--- config.mk ---
export PLATFORM = sky130hd
export DESIGN_NAME = pixel_deinterleave
export DESIGN_NICKNAME = d
export VERILOG_FILES = /design/src/pool_pkg.sv /design/src/pixel_deinterleave.sv
export VERILOG_INCLUDE_DIRS = /design/src /design/src/src
export SDC_FILE = /design/constraint.sdc
export NUM_CORES = 1
export LEC_CHECK = 0
export BUFFER_PORTS_ARGS = -buffer_cell sky130_fd_sc_hd__buf_2
export CAP_MARGIN = 20
export CORE_ASPECT_RATIO = 1.1
export CORE_MARGIN = 5
export CORE_UTILIZATION = 38
export DETAILED_ROUTE_END_ITERATION = 7
export PLACE_DENSITY = 0.85
export SLEW_MARGIN = 20
export SYNTH_ARGS = -nofsm -noshare
export SYNTH_HDL_FRONTEND = slang
export SYNTH_SLANG_ARGS = --single-unit
--- constraint.sdc ---
create_clock -name axi_clk -period 4.85 [get_ports axi_clk]
set_input_delay 0.2425 -clock axi_clk [delete_from_list [all_inputs] [get_ports axi_clk]]
set_output_delay 0.2425 -clock axi_clk [all_outputs]
set_load 0.02 [all_outputs]
--- src/pool_defs.svh ---
/*
 * Pooling engine constants
 * Window, channel and bus sizes and the register map
 */
`ifndef POOL_DEFS_SVH
`define POOL_DEFS_SVH
`default_nettype none

// --------------------
// Geometry
// --------------------
`define KERNEL_SIZE     3       // Square window side
`define CHANNELS        3       // Interleaved pixel channels
`define MAX_ROW_WIDTH   64      // Pixels per line buffer row

// Bus widths
`define BUS_WIDTH       32
`define AXI_ADDR_WIDTH  10

// --------------------
// Register map in byte addresses
// --------------------
`define REG_START       0       // Bit 0 enables processing
`define REG_CLEAR       4       // Bit 0 zeroes every register
`define REG_WIDTH       16      // Image width in pixels
`define REG_HEIGHT      20      // Image height in rows

`default_nettype wire
`endif

--- src/pool_pkg.sv ---
/*
 * Pooling engine types shared by the register block, feeder and engine
 */
`include "pool_defs.svh"
`default_nettype none

package pool_pkg;

    typedef logic [`BUS_WIDTH-1:0] pixel_t;     // One pixel or one average

    // Room for K*K full scale pixels
    typedef logic [`BUS_WIDTH+$clog2(`KERNEL_SIZE*`KERNEL_SIZE)-1:0] pool_sum_t;

    typedef logic [$clog2(`MAX_ROW_WIDTH)-1:0] col_idx_t;    // Column within a row
    typedef logic [$clog2(`KERNEL_SIZE)-1:0]   slot_idx_t;   // Line buffer row slot
    typedef logic [$clog2(`CHANNELS)-1:0]      chan_idx_t;   // Channel number

    // Pooling engine FSM
    typedef enum logic [2:0] {
        ST_IDLE,        // Waiting for start
        ST_FILL,        // Feeder writing rows
        ST_READ,        // Column reads toward a window
        ST_SUM,         // Averages being formed
        ST_SERVE        // Averages going out
    } pool_state_t;

endpackage

`default_nettype wire

--- src/pixel_deinterleave.sv ---
/*
 * Pixel feeder
 * Splits the interleaved input stream into per-channel line buffer writes
 */
`timescale 1ns/1ps
`include "pool_defs.svh"
`default_nettype none

module pixel_deinterleave
    import pool_pkg::*;
(
    input  wire                     axi_clk,
    input  wire                     axi_reset_n,
    input  wire                     s_axis_valid,
    input  wire pixel_t             s_axis_data,
    output logic                    s_axis_ready,
    input  wire                     fill_en,        // Engine wants rows
    input  wire col_idx_t           image_width,
    input  wire                     frame_done,     // Restart at slot 0 and column 0
    output logic [`CHANNELS-1:0]    lb_wr_en,       // One hot over channels
    output slot_idx_t               lb_wr_slot,
    output col_idx_t                lb_wr_col,
    output pixel_t                  lb_wr_data,
    output logic                    row_done,
    output slot_idx_t               oldest_slot
);

    chan_idx_t chan;        // Channel of the next beat
    col_idx_t  col;         // Column of the next beat
    slot_idx_t slot;        // Slot being filled which is also the oldest row held
    logic      accept;
    logic      last_chan, last_col;

    assign s_axis_ready = fill_en;
    assign accept       = s_axis_valid && fill_en;
    assign last_chan    = chan == chan_idx_t'(`CHANNELS - 1);
    assign last_col     = col == image_width - 1'b1;

    // Steer the beat to its own channel
    always_comb begin
        lb_wr_en       = '0;
        lb_wr_en[chan] = accept;
    end

    assign lb_wr_slot  = slot;
    assign lb_wr_col   = col;
    assign lb_wr_data  = s_axis_data;
    assign row_done    = accept && last_chan && last_col;  // Same cycle as the final beat
    assign oldest_slot = slot;

    always_ff @(posedge axi_clk) begin
        if (!axi_reset_n || frame_done) begin
            chan <= '0;
            col  <= '0;
            slot <= '0;
        end else if (accept) begin
            if (!last_chan) begin
                chan <= chan + 1'b1;
            end else begin
                chan <= '0;
                if (!last_col) begin
                    col <= col + 1'b1;
                end else begin
                    col  <= '0;
                    // Next row overwrites the oldest one
                    slot <= (slot == slot_idx_t'(`KERNEL_SIZE - 1)) ? '0 : slot + 1'b1;
                end
            end
        end
    end

endmodule

`default_nettype wire

==> reports/metrics.cfg <==
[routing]
dr.pass1.iters=4
dr.first_iter.drc_count=7
viasPerCell=4.882
post_drt_wl_per_cell_um=13.13
vias=620
drc_errors=0
antenna_left=0
routed_wl_um=1667

[timing]
setup_viol=0
final.min_clock_period_ns=2.088
final.setup_skew_ns=0.004599
tns_ns=0
setup_slack_ns=2.762
max_clock_freq_mhz=479.0
max_slew_margin=0.7190
final-hold-violation-count=0
grt_setup_unrepaired=no
final_max_slew_viol_count=0
worst_pin_slew_ns=0.4216
period_share=0.4304

[final_layout]
nNetsFinal=144
area_growth_pct=-10.45
final_cell_area_um2=793.3
final_layout_size_suffix_gt1_frac=0.3299
num_antenna_cells=0

[place]
placed_cell_area_um2=770.7
hpwl_um=1348
io_buffers=25
gp_congestion=0.9365
pre_cts_slack_ns=2.860

[setup_path]
path_class=flop to output pin
timing.reg2reg.worst_path_depth=5
crit_required_ns=4.61
crit_start=lb_wr_col[3]
worstPathMaxFanout=9
cp-endpoint=row_done
start_kind=flop
regToRegSetupSlack_ns=3.06
cp_data_arrival_time_ns=1.85
r2r-start=lb_wr_col[3]
worstSetupEndpointType=output pin
rr_endpoint=lb_wr_slot[1]

[logic_synthesis]
synth.distinct_cells=24
synth_commonest_cells=35 x buf_4, 10 x dfxtp_1, 10 x nor3_1, 7 x xor2_1
synth_async_sr_flop_share=0
synthAdderAreaFrac=0.02825
synth-compound-area-share=0.04096
syn_inst=106
netlist_area_um2=885.9
synth_top_area_share=0.2966
synth_xor_area_frac=0.1186
synthMuxAreaShare=0.04520
yosys.area_share.simple=0.2020
synth_area_per_cell_um2=8.357
ys_seq_area_frac=0.2260
synth_ff_type=dfxtp_1
ys_ff_latch=10
synth_top_cell_by_area=buf_4
ys_warn_count=0
synth_enable_flop_cells=0
syn_nets=151
synthTopCellsByArea=buf_4 30%, dfxtp_1 23%, xor2_1 6.9%, nor3_1 5.6%, xnor2_1 4.9%
synth.most_common_cell=buf_4
synth_top_family_by_area=buffers and inverters

[clock_network]
htree_levels=1
hold_buffers=0
worstSkewPairLatency_ns=0.26
clk_pin_slew_ns=0.06
post-cts-setup-buffers=0
post_cts_resized=0
clock_path_buffers=2
cts_tree=done
ctsRootBufferMaster=clkbuf_4
numCtsBuffers=3
cts.sinks=10

[grt]
grt_pass1_wl_um=2739
grtUsageTotal=0.1054
grt_max_degree=13
grt_pass1_vias=613
grt-ovfl-total=0
antenna_found_initial=0

[die]
die_x_um=56.04
start_util=0.3973
dieArea_mm2=0.003398
core_area_mm2=0.002230
pin_count=90
core.rowCount=18
die_h_um=60.64

[hold_path]
hold_class=input pin to flop
hold-path-cell-count=4

[power_and_ir_drop]
peakVddDrop_uv=138.6
powerDensity_mw_per_mm2=197.4
p_leak_nw=0.3898
power_uw=156.6

[flow_run]
max_cap_viol_count=0

[run_status]
status=finished clean

## flip-flops by register name, indices dropped and copies added, names as in the netlist
| name | flops |
|---|---|
| lb_wr_col | 6 |
| chan | 2 |
| lb_wr_slot | 2 |
## cells in the final DEF (no fill, tap or decap), drive strengths merged
master | synthesis | routed
a21oi | 3 | 3
a31oi | 1 | 1
and4bb | 1 | 1
buf | 36 | 25
clkbuf | 1 | 3
dfxtp | 10 | 10
ha | 2 | 2
inv | 6 | 6
mux2 | 2 | 2
mux2i | 1 | 1
nand2 | 3 | 3
nand2b | 3 | 3
nand3 | 2 | 2
nand4 | 2 | 2
nand4b | 1 | 1
nor2 | 6 | 6
nor3 | 11 | 11
nor3b | 1 | 1
o211a | 1 | 1
o21ai | 1 | 1
xnor2 | 5 | 5
xor2 | 7 | 7
## report_power, final
group	switching, mW	total, mW	leakage [nW]	internal, mW
combinational	0.0115	0.0204	0.295	0.00887
sequential	0.000314	0.0828	0.0806	0.0825
clock	0.0249	0.0534	0.0138	0.0285
## routing by layer
layer / up-vias / wire length [um] / global-route usage / part of all wire
li1: 295 / - / - / -
met1: 268 / 661 / 0.1004 / 0.40
met2: 41 / 690 / 0.1586 / 0.41
met3: 16 / 232 / 0.05957 / 0.14
met4: 0 / 82 / 0.1085 / 0.049
met5: - / 0 / 0 / 0
## worst min path at each step
stage / slack [ns] / end / start
finish: 0.41 / chan[0] / fill_en
global route: 0.45 / chan[1] / s_axis_valid
global placement: 0.49 / lb_wr_data[20] / s_axis_data[20]
floorplan: 0.50 / chan[0] / chan[0]
detailed placement: 0.49 / lb_wr_data[20] / s_axis_data[20]
CTS: 0.41 / chan[0] / fill_en
## kinds of logic after synthesis
logic type	after synthesis
simple gates	30
fa+ha+maj	2
buf+inv	43
xor+xnor	12
compound gates	6
flops	10
mux	3
## per-stage QoR
step / utilization / hold slack [ns] / std cells
after floorplan: - / 0.4966 / 106
after global placement: 0.3457 / 0.4851 / 124
after CTS: 0.3558 / 0.4059 / 127
after global routing: 0.3558 / 0.4454 / 127
final: 0.3558 / 0.4103 / 127
after detailed placement: 0.3457 / 0.4851 / 124
## worst max-delay path, cell delays in order (launching register included)
cell	delay [ns]
dfxtp_1	0.42
xor2_1	0.20
xnor2_1	0.13
nand4_1	0.10
and4bb_1	0.49
buf_2	0.24
## layout make-up
class                           count  area, um^2
Sequential cell                    10       200.2
Tap cell                           30       37.54
Multi-Input combinational cell     53       385.4
Clock buffer                        3       22.52
Fill cell                         239        1436
Timing Repair Buffer               25       125.1
Inverter                            6       22.52
Note: power is estimated with default switching activity, not from simulation.
