$ cat src/pool_defs.svh
/*
 * Pooling engine constants
 * Window, channel and bus sizes and the register map
 */
`ifndef POOL_DEFS_SVH
`define POOL_DEFS_SVH
`default_nettype none

// --------------------
// Geometry
// --------------------
`define KERNEL_SIZE     3       // Square window side
`define CHANNELS        3       // Interleaved pixel channels
`define MAX_ROW_WIDTH   64      // Pixels per line buffer row

// Bus widths
`define BUS_WIDTH       32
`define AXI_ADDR_WIDTH  10

// --------------------
// Register map in byte addresses
// --------------------
`define REG_START       0       // Bit 0 enables processing
`define REG_CLEAR       4       // Bit 0 zeroes every register
`define REG_WIDTH       16      // Image width in pixels
`define REG_HEIGHT      20      // Image height in rows

`default_nettype wire
`endif

$ cat src/pool_pkg.sv
/*
 * Pooling engine types shared by the register block, feeder and engine
 */
`include "pool_defs.svh"
`default_nettype none

package pool_pkg;

    typedef logic [`BUS_WIDTH-1:0] pixel_t;     // One pixel or one average

    // Room for K*K full scale pixels
    typedef logic [`BUS_WIDTH+$clog2(`KERNEL_SIZE*`KERNEL_SIZE)-1:0] pool_sum_t;

    typedef logic [$clog2(`MAX_ROW_WIDTH)-1:0] col_idx_t;    // Column within a row
    typedef logic [$clog2(`KERNEL_SIZE)-1:0]   slot_idx_t;   // Line buffer row slot
    typedef logic [$clog2(`CHANNELS)-1:0]      chan_idx_t;   // Channel number

    // Pooling engine FSM
    typedef enum logic [2:0] {
        ST_IDLE,        // Waiting for start
        ST_FILL,        // Feeder writing rows
        ST_READ,        // Column reads toward a window
        ST_SUM,         // Averages being formed
        ST_SERVE        // Averages going out
    } pool_state_t;

endpackage

`default_nettype wire

$ cat src/pool_ctrl_regs.sv
/*
 * AXI-lite register block
 * Holds start, clear, width and height and serves one transfer at a time
 */
`timescale 1ns/1ps
`include "pool_defs.svh"
`default_nettype none

module pool_ctrl_regs
    import pool_pkg::*;
(
    input  wire                         axi_clk,
    input  wire                         axi_reset_n,
    // Write address, data and response
    input  wire [`AXI_ADDR_WIDTH-1:0]   s_axi_awaddr,
    input  wire                         s_axi_awvalid,
    output logic                        s_axi_awready,
    input  wire [`BUS_WIDTH-1:0]        s_axi_wdata,
    input  wire                         s_axi_wvalid,
    output logic                        s_axi_wready,
    output logic                        s_axi_bvalid,
    input  wire                         s_axi_bready,
    // Read address and data
    input  wire [`AXI_ADDR_WIDTH-1:0]   s_axi_araddr,
    input  wire                         s_axi_arvalid,
    output logic                        s_axi_arready,
    output logic [`BUS_WIDTH-1:0]       s_axi_rdata,
    output logic                        s_axi_rvalid,
    input  wire                         s_axi_rready,
    // Levels to the datapath
    output logic                        start,
    output col_idx_t                    image_width,
    output col_idx_t                    image_height
);

    // --------------------
    // Register file
    // --------------------
    logic [`BUS_WIDTH-1:0]      start_reg, clear_reg, width_reg, height_reg;

    logic                       aw_seen, w_seen;    // Halves of a pending write
    logic [`AXI_ADDR_WIDTH-1:0] wr_addr;
    logic [`BUS_WIDTH-1:0]      wr_data;
    logic                       aw_hs, w_hs, ar_hs;

    // Each write half is taken once, nothing new while a response is out
    assign s_axi_awready = !aw_seen && !s_axi_bvalid && !s_axi_rvalid;
    assign s_axi_wready  = !w_seen && !s_axi_bvalid && !s_axi_rvalid;
    // Reads only on a quiet port and writes win a tie
    assign s_axi_arready = !aw_seen && !w_seen && !s_axi_bvalid && !s_axi_rvalid
                           && !s_axi_awvalid && !s_axi_wvalid;

    assign aw_hs = s_axi_awvalid && s_axi_awready;
    assign w_hs  = s_axi_wvalid && s_axi_wready;
    assign ar_hs = s_axi_arvalid && s_axi_arready;

    // Captured address, data and read word
    always_ff @(posedge axi_clk) begin
        if (aw_hs)
            wr_addr <= s_axi_awaddr;
        if (w_hs)
            wr_data <= s_axi_wdata;
        if (ar_hs) begin
            case (s_axi_araddr)
                `REG_START:  s_axi_rdata <= start_reg;
                `REG_CLEAR:  s_axi_rdata <= clear_reg;
                `REG_WIDTH:  s_axi_rdata <= width_reg;
                `REG_HEIGHT: s_axi_rdata <= height_reg;
                default:     s_axi_rdata <= '0;     // Unmapped reads as zero
            endcase
        end
    end

    // --------------------
    // Transfer control
    // --------------------
    always_ff @(posedge axi_clk) begin
        if (!axi_reset_n) begin
            aw_seen      <= 1'b0;
            w_seen       <= 1'b0;
            s_axi_bvalid <= 1'b0;
            s_axi_rvalid <= 1'b0;
            start_reg    <= '0;
            clear_reg    <= '0;
            width_reg    <= '0;
            height_reg   <= '0;
        end else begin
            if (aw_hs)
                aw_seen <= 1'b1;
            if (w_hs)
                w_seen <= 1'b1;
            if (aw_seen && w_seen) begin        // Both halves in, commit and respond
                aw_seen      <= 1'b0;
                w_seen       <= 1'b0;
                s_axi_bvalid <= 1'b1;
                case (wr_addr)
                    `REG_START:  start_reg  <= wr_data;
                    `REG_CLEAR:  clear_reg  <= wr_data;
                    `REG_WIDTH:  width_reg  <= wr_data;
                    `REG_HEIGHT: height_reg <= wr_data;
                    default: ;
                endcase
                // Clear bit overrides everything, itself included
                if (wr_addr == `REG_CLEAR && wr_data[0]) begin
                    start_reg  <= '0;
                    clear_reg  <= '0;
                    width_reg  <= '0;
                    height_reg <= '0;
                end
            end else if (s_axi_bvalid && s_axi_bready) begin
                s_axi_bvalid <= 1'b0;
            end
            if (ar_hs)
                s_axi_rvalid <= 1'b1;
            else if (s_axi_rvalid && s_axi_rready)
                s_axi_rvalid <= 1'b0;
        end
    end

    assign start        = start_reg[0];
    assign image_width  = col_idx_t'(width_reg);    // Upper bits beyond the buffer depth
    assign image_height = col_idx_t'(height_reg);

endmodule

`default_nettype wire

$ cat config.mk
export PLATFORM = sky130hd
export DESIGN_NAME = pool_ctrl_regs
export DESIGN_NICKNAME = d
export VERILOG_FILES = /design/src/pool_pkg.sv /design/src/pool_ctrl_regs.sv
export VERILOG_INCLUDE_DIRS = /design/src /design/src/src
export SDC_FILE = /design/constraint.sdc
export NUM_CORES = 1
export LEC_CHECK = 0
export BUFFER_PORTS_ARGS = -buffer_cell sky130_fd_sc_hd__buf_2
export CORE_AREA = 2 2 165 167
export CTS_CLUSTER_DIAMETER = 50
export DETAILED_ROUTE_END_ITERATION = 12
export DIE_AREA = 0 0 167 169
export RECOVER_POWER = 25
export SETUP_SLACK_MARGIN = 0.15
export SYNTH_ARGS = -nofsm -noshare
export SYNTH_HDL_FRONTEND = slang
export SYNTH_SLANG_ARGS = --single-unit
$ cat constraint.sdc
create_clock -name axi_clk -period 2.49 [get_ports axi_clk]
set_clock_uncertainty 0.2 [all_clocks]
set_input_delay 0.249 -clock axi_clk [delete_from_list [all_inputs] [get_ports axi_clk]]
set_output_delay 0.249 -clock axi_clk [all_outputs]
set_load 0.01 [all_outputs]
==> impl_metrics.json, run 1 <==
{
  "synth_edf_count": 74,
  "whs_ns": 0.116,
  "relSlewSlack": 0.507,
  "netlist_instances": 537,
  "grt_most_used_layer": "met2",
  "dp.cells": 947,
  "top_level_ports": 109,
  "critPathKind": "reg -> reg",
  "place_ws_ns": 0.393,
  "drt-total-wl_um": 19600,
  "clock_path_buffers": 3,
  "switching_power_mw": 1.62,
  "postRouteAntennaNets": 0,
  "antenna_found_initial": 1,
  "dr_total_vias": 5163,
  "yosys.area.top_type_share": 0.337,
  "power_frac_seq": 0.493,
  "synth_area_leaders": "dfxtp_1 (34%), edfxtp_1 (28%), a22o_1 (10%)",
  "grt_use_met3": 0.0278,
  "insertion_delay_ns": 0.51,
  "hp-class": "in -> reg",
  "min_period_ns": 2.12,
  "setup_slack_ns": 0.366,
  "htreeDepth": 1,
  "die_x_um": 167,
  "period_share": 0.853,
  "slowest_stage": "dlygate4sd3_1",
  "required_ns": 2.73,
  "die_y_um": 169,
  "grt_max_degree": 47,
  "netlist_area_um2": 7840,
  "p_int_mw": 5.74,
  "grtUsageMet2": 0.223,
  "ys_types": 38,
  "worst-endpoint-arrival_ns": 2.36,
  "grt_util_met1": 0.186,
  "power_density_nw_per_um2": 740,
  "synth_seq_cells": 206,
  "initial_core_util": 0.296,
  "syn-num-nets": 596,
  "cts-resized-gates": 0,
  "firstDrtPassIters": 5,
  "cap_violations": 0,
  "pwr-share-comb": 0.047,
  "fillers": 2509,
  "route.detailed.drc": 0,
  "worst_slew_pin_slew_ns": 0.737,
  "io_buffer_count": 108,
  "cts_tree": "built",
  "path_clk_slew_ns": 0.06,
  "nets": 735,
  "post_drt_wl_per_cell_um": 18.9,
  "dieArea_um2": 28200,
  "track_usage": 0.137,
  "grt_pass1_vias": 5446,
  "switching_share": 0.220,
  "yosys.area.top_type": "dfxtp_1",
  "finalSetupViolCount": 0,
  "synthFlopType": "dfxtp_1",
  "core_area_um2": 26500,
  "yosys-top-cells-count": "dfxtp_1 (132), a22o_1 (93), edfxtp_1 (74)",
  "synth.most_common_cell": "dfxtp_1",
  "p_clk_frac": 0.459,
  "drive_gt1_frac": 0.330,
  "dp_hpwl_um": 11400,
  "grt_pass1_wl_um": 30800,
  "crit_chain": "nor3_1, nor4b_1, and2_4, o21a_1, dlygate4sd3_1",
  "critPathMaxStageDelay_ns": 0.53,
  "cp-start-kind": "register",
  "drtIter0Drc": 346,
  "cts_num_sinks": 206,
  "row_count": 60,
  "worst_ir_drop_vdd_v": 0.000456,
  "status": "finished clean",
  "area_delta_synth_final_pct": 27.0,
  "setup_tns_ns": 0,
  "gp_congestion": 0.766,
  "cts_made_buffers": 23,
  "end_kind": "register",
  "via_per_inst": 4.99,
  "utilization": 0.376,
  "cp_top_family": "simple AND/OR/NAND/NOR gates",
  "yosysSeqAreaShare": 0.620,
  "crit_buf_inv": 1,
  "synth-warning-count": 0,
  "max_clock_freq_ghz": 0.471,
  "p_leak_nw": 4.10,
  "cts_root_buf": "clkbuf_16",
  "slew_violations": 0,
  "rsz0062_at_grt": "false",
  "stdcell_count": 1035,
  "async_flop_share": 0,
  "grt.overflow.total": 0,
  "synth.avg_cell_area_um2": 14.6,
  "critPathMaxFanout": 5,
  "finalHoldViolations": 0
}
## worst min-delay path, cell delays in order
cell and delay [ns]:
buf_2 0.07, and2_4 0.18, buf_12 0.17
## final cells by class
cell class | count | area, µm² | area share
Sequential cell | 206 | 4860 | 0.489
Multi-Input combinational cell | 270 | 2650 | 0.267
Timing Repair Buffer | 173 | 1220 | 0.123
Clock buffer | 35 | 723 | 0.0726
Tap cell | 341 | 427 | 0.0429
Clock inverter | 7 | 55.1 | 0.00553
Inverter | 2 | 7.51 | 0.000754
Antenna cell | 1 | 2.50 | 0.000251
## per-layer routing
| layer | wire, µm | share of wire |
|---|---|---|
| met2 | 9080 | 0.46 |
| met5 | 0 | 0 |
| met4 | 448 | 0.023 |
| met1 | 8590 | 0.44 |
| met3 | 1480 | 0.076 |
## layout by cell type, fill, tap and decap left out, drive strengths merged, types with 2 or more instances in the layout
cell,netlist,final
a21boi,4,4
a21oi,2,2
a22o,93,93
a31o,31,31
a41o,2,2
and2,6,6
and3,66,66
buf,40,112
clkbuf,19,51
clkinv,0,2
dfxtp,132,132
dlygate4sd3,0,45
edfxtp,74,74
inv,2,6
mux4,32,32
nand2,5,5
nand2b,2,2
nand3,2,2
nor2b,3,3
nor3,4,4
nor4,2,2
nor4b,3,3
o21a,4,4
## path summary, 6_finish.rpt
kind | start | end | slack [ns] | depth (start not counted)
setup / recovery | w_seen | s_axi_rvalid | 0.37 | 5
setup reg to reg | w_seen | s_axi_rvalid | 0.37 | 5
hold / removal | s_axi_arvalid | s_axi_rdata[14] | 0.12 | 3
hold reg to reg | clear_reg[0] | clear_reg[0] | 0.26 | 1
## power groups by stage
stage | clock, mW | sequential [mW] | combinational, mW
after floorplan | 0 | 3.69 | 0.147
after global placement | 0 | 3.70 | 0.301
after detailed placement | 0 | 3.70 | 0.301
after CTS | 3.46 | 3.63 | 0.356
after global routing | 3.61 | 3.64 | 0.379
final | 3.38 | 3.63 | 0.349
## cell families (layout without fill, tap and decap cells)
| group | count (synthesis) | in the layout | synth area share |
|---|---|---|---|
| buf+inv | 61 | 217 | 0.0474 |
| flops | 206 | 206 | 0.620 |
| compound gates | 139 | 139 | 0.154 |
| mux | 32 | 32 | 0.0919 |
| other cells | 0 | 1 | 0 |
| simple gates | 99 | 99 | 0.0863 |
## per-stage QoR
stage	power [mW]	area (µm²)
after CTS	7.44	9970
after detailed placement	4.01	8740
after global placement	4.00	8740
final	7.36	9950
after floorplan	3.83	7840
after global routing	7.63	9950
## repair_timing
action / CTS / global route
buffers inserted: 0 / 0
hold buffers: 45 / 0
hold endpoints to repair: 44 / 0
Note: power is estimated with default switching activity, not from simulation.
==> inputs of run 2 (changes only) <==
==> constraint.sdc (replaced) <==
create_clock -name axi_clk -period 2.49 [get_ports axi_clk]
set_clock_uncertainty 0.2 [all_clocks]
set_input_delay 0.1245 -clock axi_clk [delete_from_list [all_inputs] [get_ports axi_clk]]
set_output_delay 0.1245 -clock axi_clk [all_outputs]
set_load 0.01 [all_outputs]
==> run 2 against run 1 <==
Net effect:
- combinational power increased by 3%
- clock power decreased by 2%
- power shrank 0.68%
- via count up 0.33%
- highest routed layer is now met5
==> impl_metrics.json, run 2 (same netlist as run 1, synthesis figures left out) <==
{
  "status": "finished clean",
  "top_level_ports": 109,
  "critPathKind": "reg -> reg",
  "post_drt_wl_per_cell_um": 19.1,
  "die_x_um": 167,
  "cts_root_buf": "clkbuf_16",
  "cts_setup_buffers": 0,
  "drive_gt1_frac": 0.288,
  "cts_num_sinks": 206,
  "grt_max_degree": 41,
  "postRouteAntennaNets": 0,
  "cap_violations": 0,
  "worst_slew_pin_slew_ns": 1.14,
  "die_y_um": 169,
  "gp_congestion": 0.739,
  "row_count": 60,
  "worst_ir_drop_vdd_v": 0.000419,
  "r2r_cells": 4,
  "grt_pass1_wl_um": 29900,
  "cp-start-kind": "register",
  "period_share": 0.910,
  "firstDrtPassIters": 4,
  "io_buffer_count": 108,
  "dr_total_vias": 5180,
  "worst-endpoint-arrival_ns": 2.51,
  "area_delta_synth_final_pct": 27.0,
  "final_area_um2": 9950,
  "cts_made_buffers": 23,
  "htreeDepth": 1,
  "cts_tree": "built",
  "p_leak_nw": 4.01,
  "critPathMaxFanout": 31,
  "final_cell_mix": "dfxtp_1 (132), a22o_1 (93), edfxtp_1 (74), and3_1 (65), buf_2 (64)",
  "antenna_cells": 0,
  "grt_pass1_vias": 5261,
  "antenna_found_initial": 1,
  "relSlewSlack": 0.237,
  "drt-total-wl_um": 19800,
  "ff2ff_setup_slack_ns": 0.23,
  "cp-endpoint": "start_reg[22]",
  "finalHoldViolations": 0,
  "nets": 737,
  "min_period_ns": 2.26,
  "dp_hpwl_um": 11200,
  "path_clk_slew_ns": 0.06,
  "dieArea_um2": 28200,
  "setup_tns_ns": 0,
  "clock_path_buffers": 3,
  "crit_start": "aw_seen",
  "initial_core_util": 0.296,
  "required_ns": 2.73,
  "final_common_cell": "dfxtp_1",
  "drtIter0Drc": 323,
  "slew_violations": 0,
  "insertion_delay_ns": 0.51,
  "r2r_end": "start_reg[22]",
  "power_density_nw_per_um2": 735,
  "track_usage": 0.134,
  "hp-class": "in -> reg",
  "rsz0062_at_grt": "true",
  "finalSetupViolCount": 0,
  "via_per_inst": 5.00,
  "route.detailed.drc": 0,
  "fillers": 2519,
  "dpl_cell_area_um2": 8750,
  "core_area_um2": 26500,
  "rr_startpoint": "aw_seen",
  "grt.overflow.total": 0,
  "max_clock_freq_ghz": 0.442,
  "end_kind": "register"
}
## run 2: changes by cell type in the layout (fill, tap and decap cells not counted), moves of 2 or more
cell           change
buf_12             +2
buf_2             -28
buf_4              -4
clkbuf_1          +27
clkbuf_8           -4
clkinv_1           +2
clkinv_2           +4
dlygate4sd3_1      +3
## run 2: worst max-delay path, cell delays in order, from the launching register on
cell and delay, ns:
dfxtp_1 0.37, and4bb_4 0.25, and2_1 0.20, a21boi_4 0.90
a22o_1 0.28
## run 2: metrics by stage
stage	util	hold WS (ns)	worst slack, ns	power (mW)	std cells
floorplan	-	0.0234	0.208	3.83	537
global placement	0.330	0.101	0.254	4.00	945
detailed placement	0.330	0.103	0.232	4.01	945
CTS	0.377	0.0144	0.209	7.40	1035
global route	0.376	0.0540	0.139	7.57	1036
finish	0.376	0.0365	0.225	7.31	1036
## run 2: layout make-up
class | count | area, µm² | share of cell area
Tap cell | 341 | 427 | 0.0429
Inverter | 2 | 7.51 | 0.000754
Timing Repair Buffer | 174 | 1230 | 0.123
Clock buffer | 30 | 664 | 0.0668
Sequential cell | 206 | 4860 | 0.489
Clock inverter | 12 | 92.6 | 0.00930
Multi-Input combinational cell | 271 | 2670 | 0.268
## run 2: power by group
part	switching, mW	leakage, nW	internal, mW
clock	1.33	0.376	1.99
combinational	0.200	1.83	0.159
sequential	0.0665	1.80	3.56
total	1.60	4.01	5.71
## run 2: repair_timing
item / in CTS / in global routing
setup endpoints to repair: 0 / 14
endpoints found under the hold margin: 59 / 0
resized for setup: 0 / 1
hold buffers: 48 / 0
## run 2: worst min-delay path by stage
stage	cells after the start	endpoint	slack [ns]	startpoint
global placement	1	wr_addr[5]	0.10	s_axi_awaddr[5]
global route	2	wr_addr[8]	0.05	s_axi_awvalid
finish	2	wr_addr[8]	0.04	s_axi_awvalid
detailed placement	1	wr_addr[0]	0.10	s_axi_awaddr[0]
CTS	2	wr_addr[8]	0.01	s_axi_awvalid
floorplan	0	wr_addr[0]	0.02	s_axi_awaddr[0]
## run 2: layer usage
metal / vias to the layer above / GRT usage / wire (µm)
met5: - / 0 / 13
met4: 2 / 0.0341 / 368
met3: 30 / 0.0276 / 1320
met2: 165 / 0.216 / 9240
met1: 2579 / 0.184 / 8850
li1: 2404 / - / -
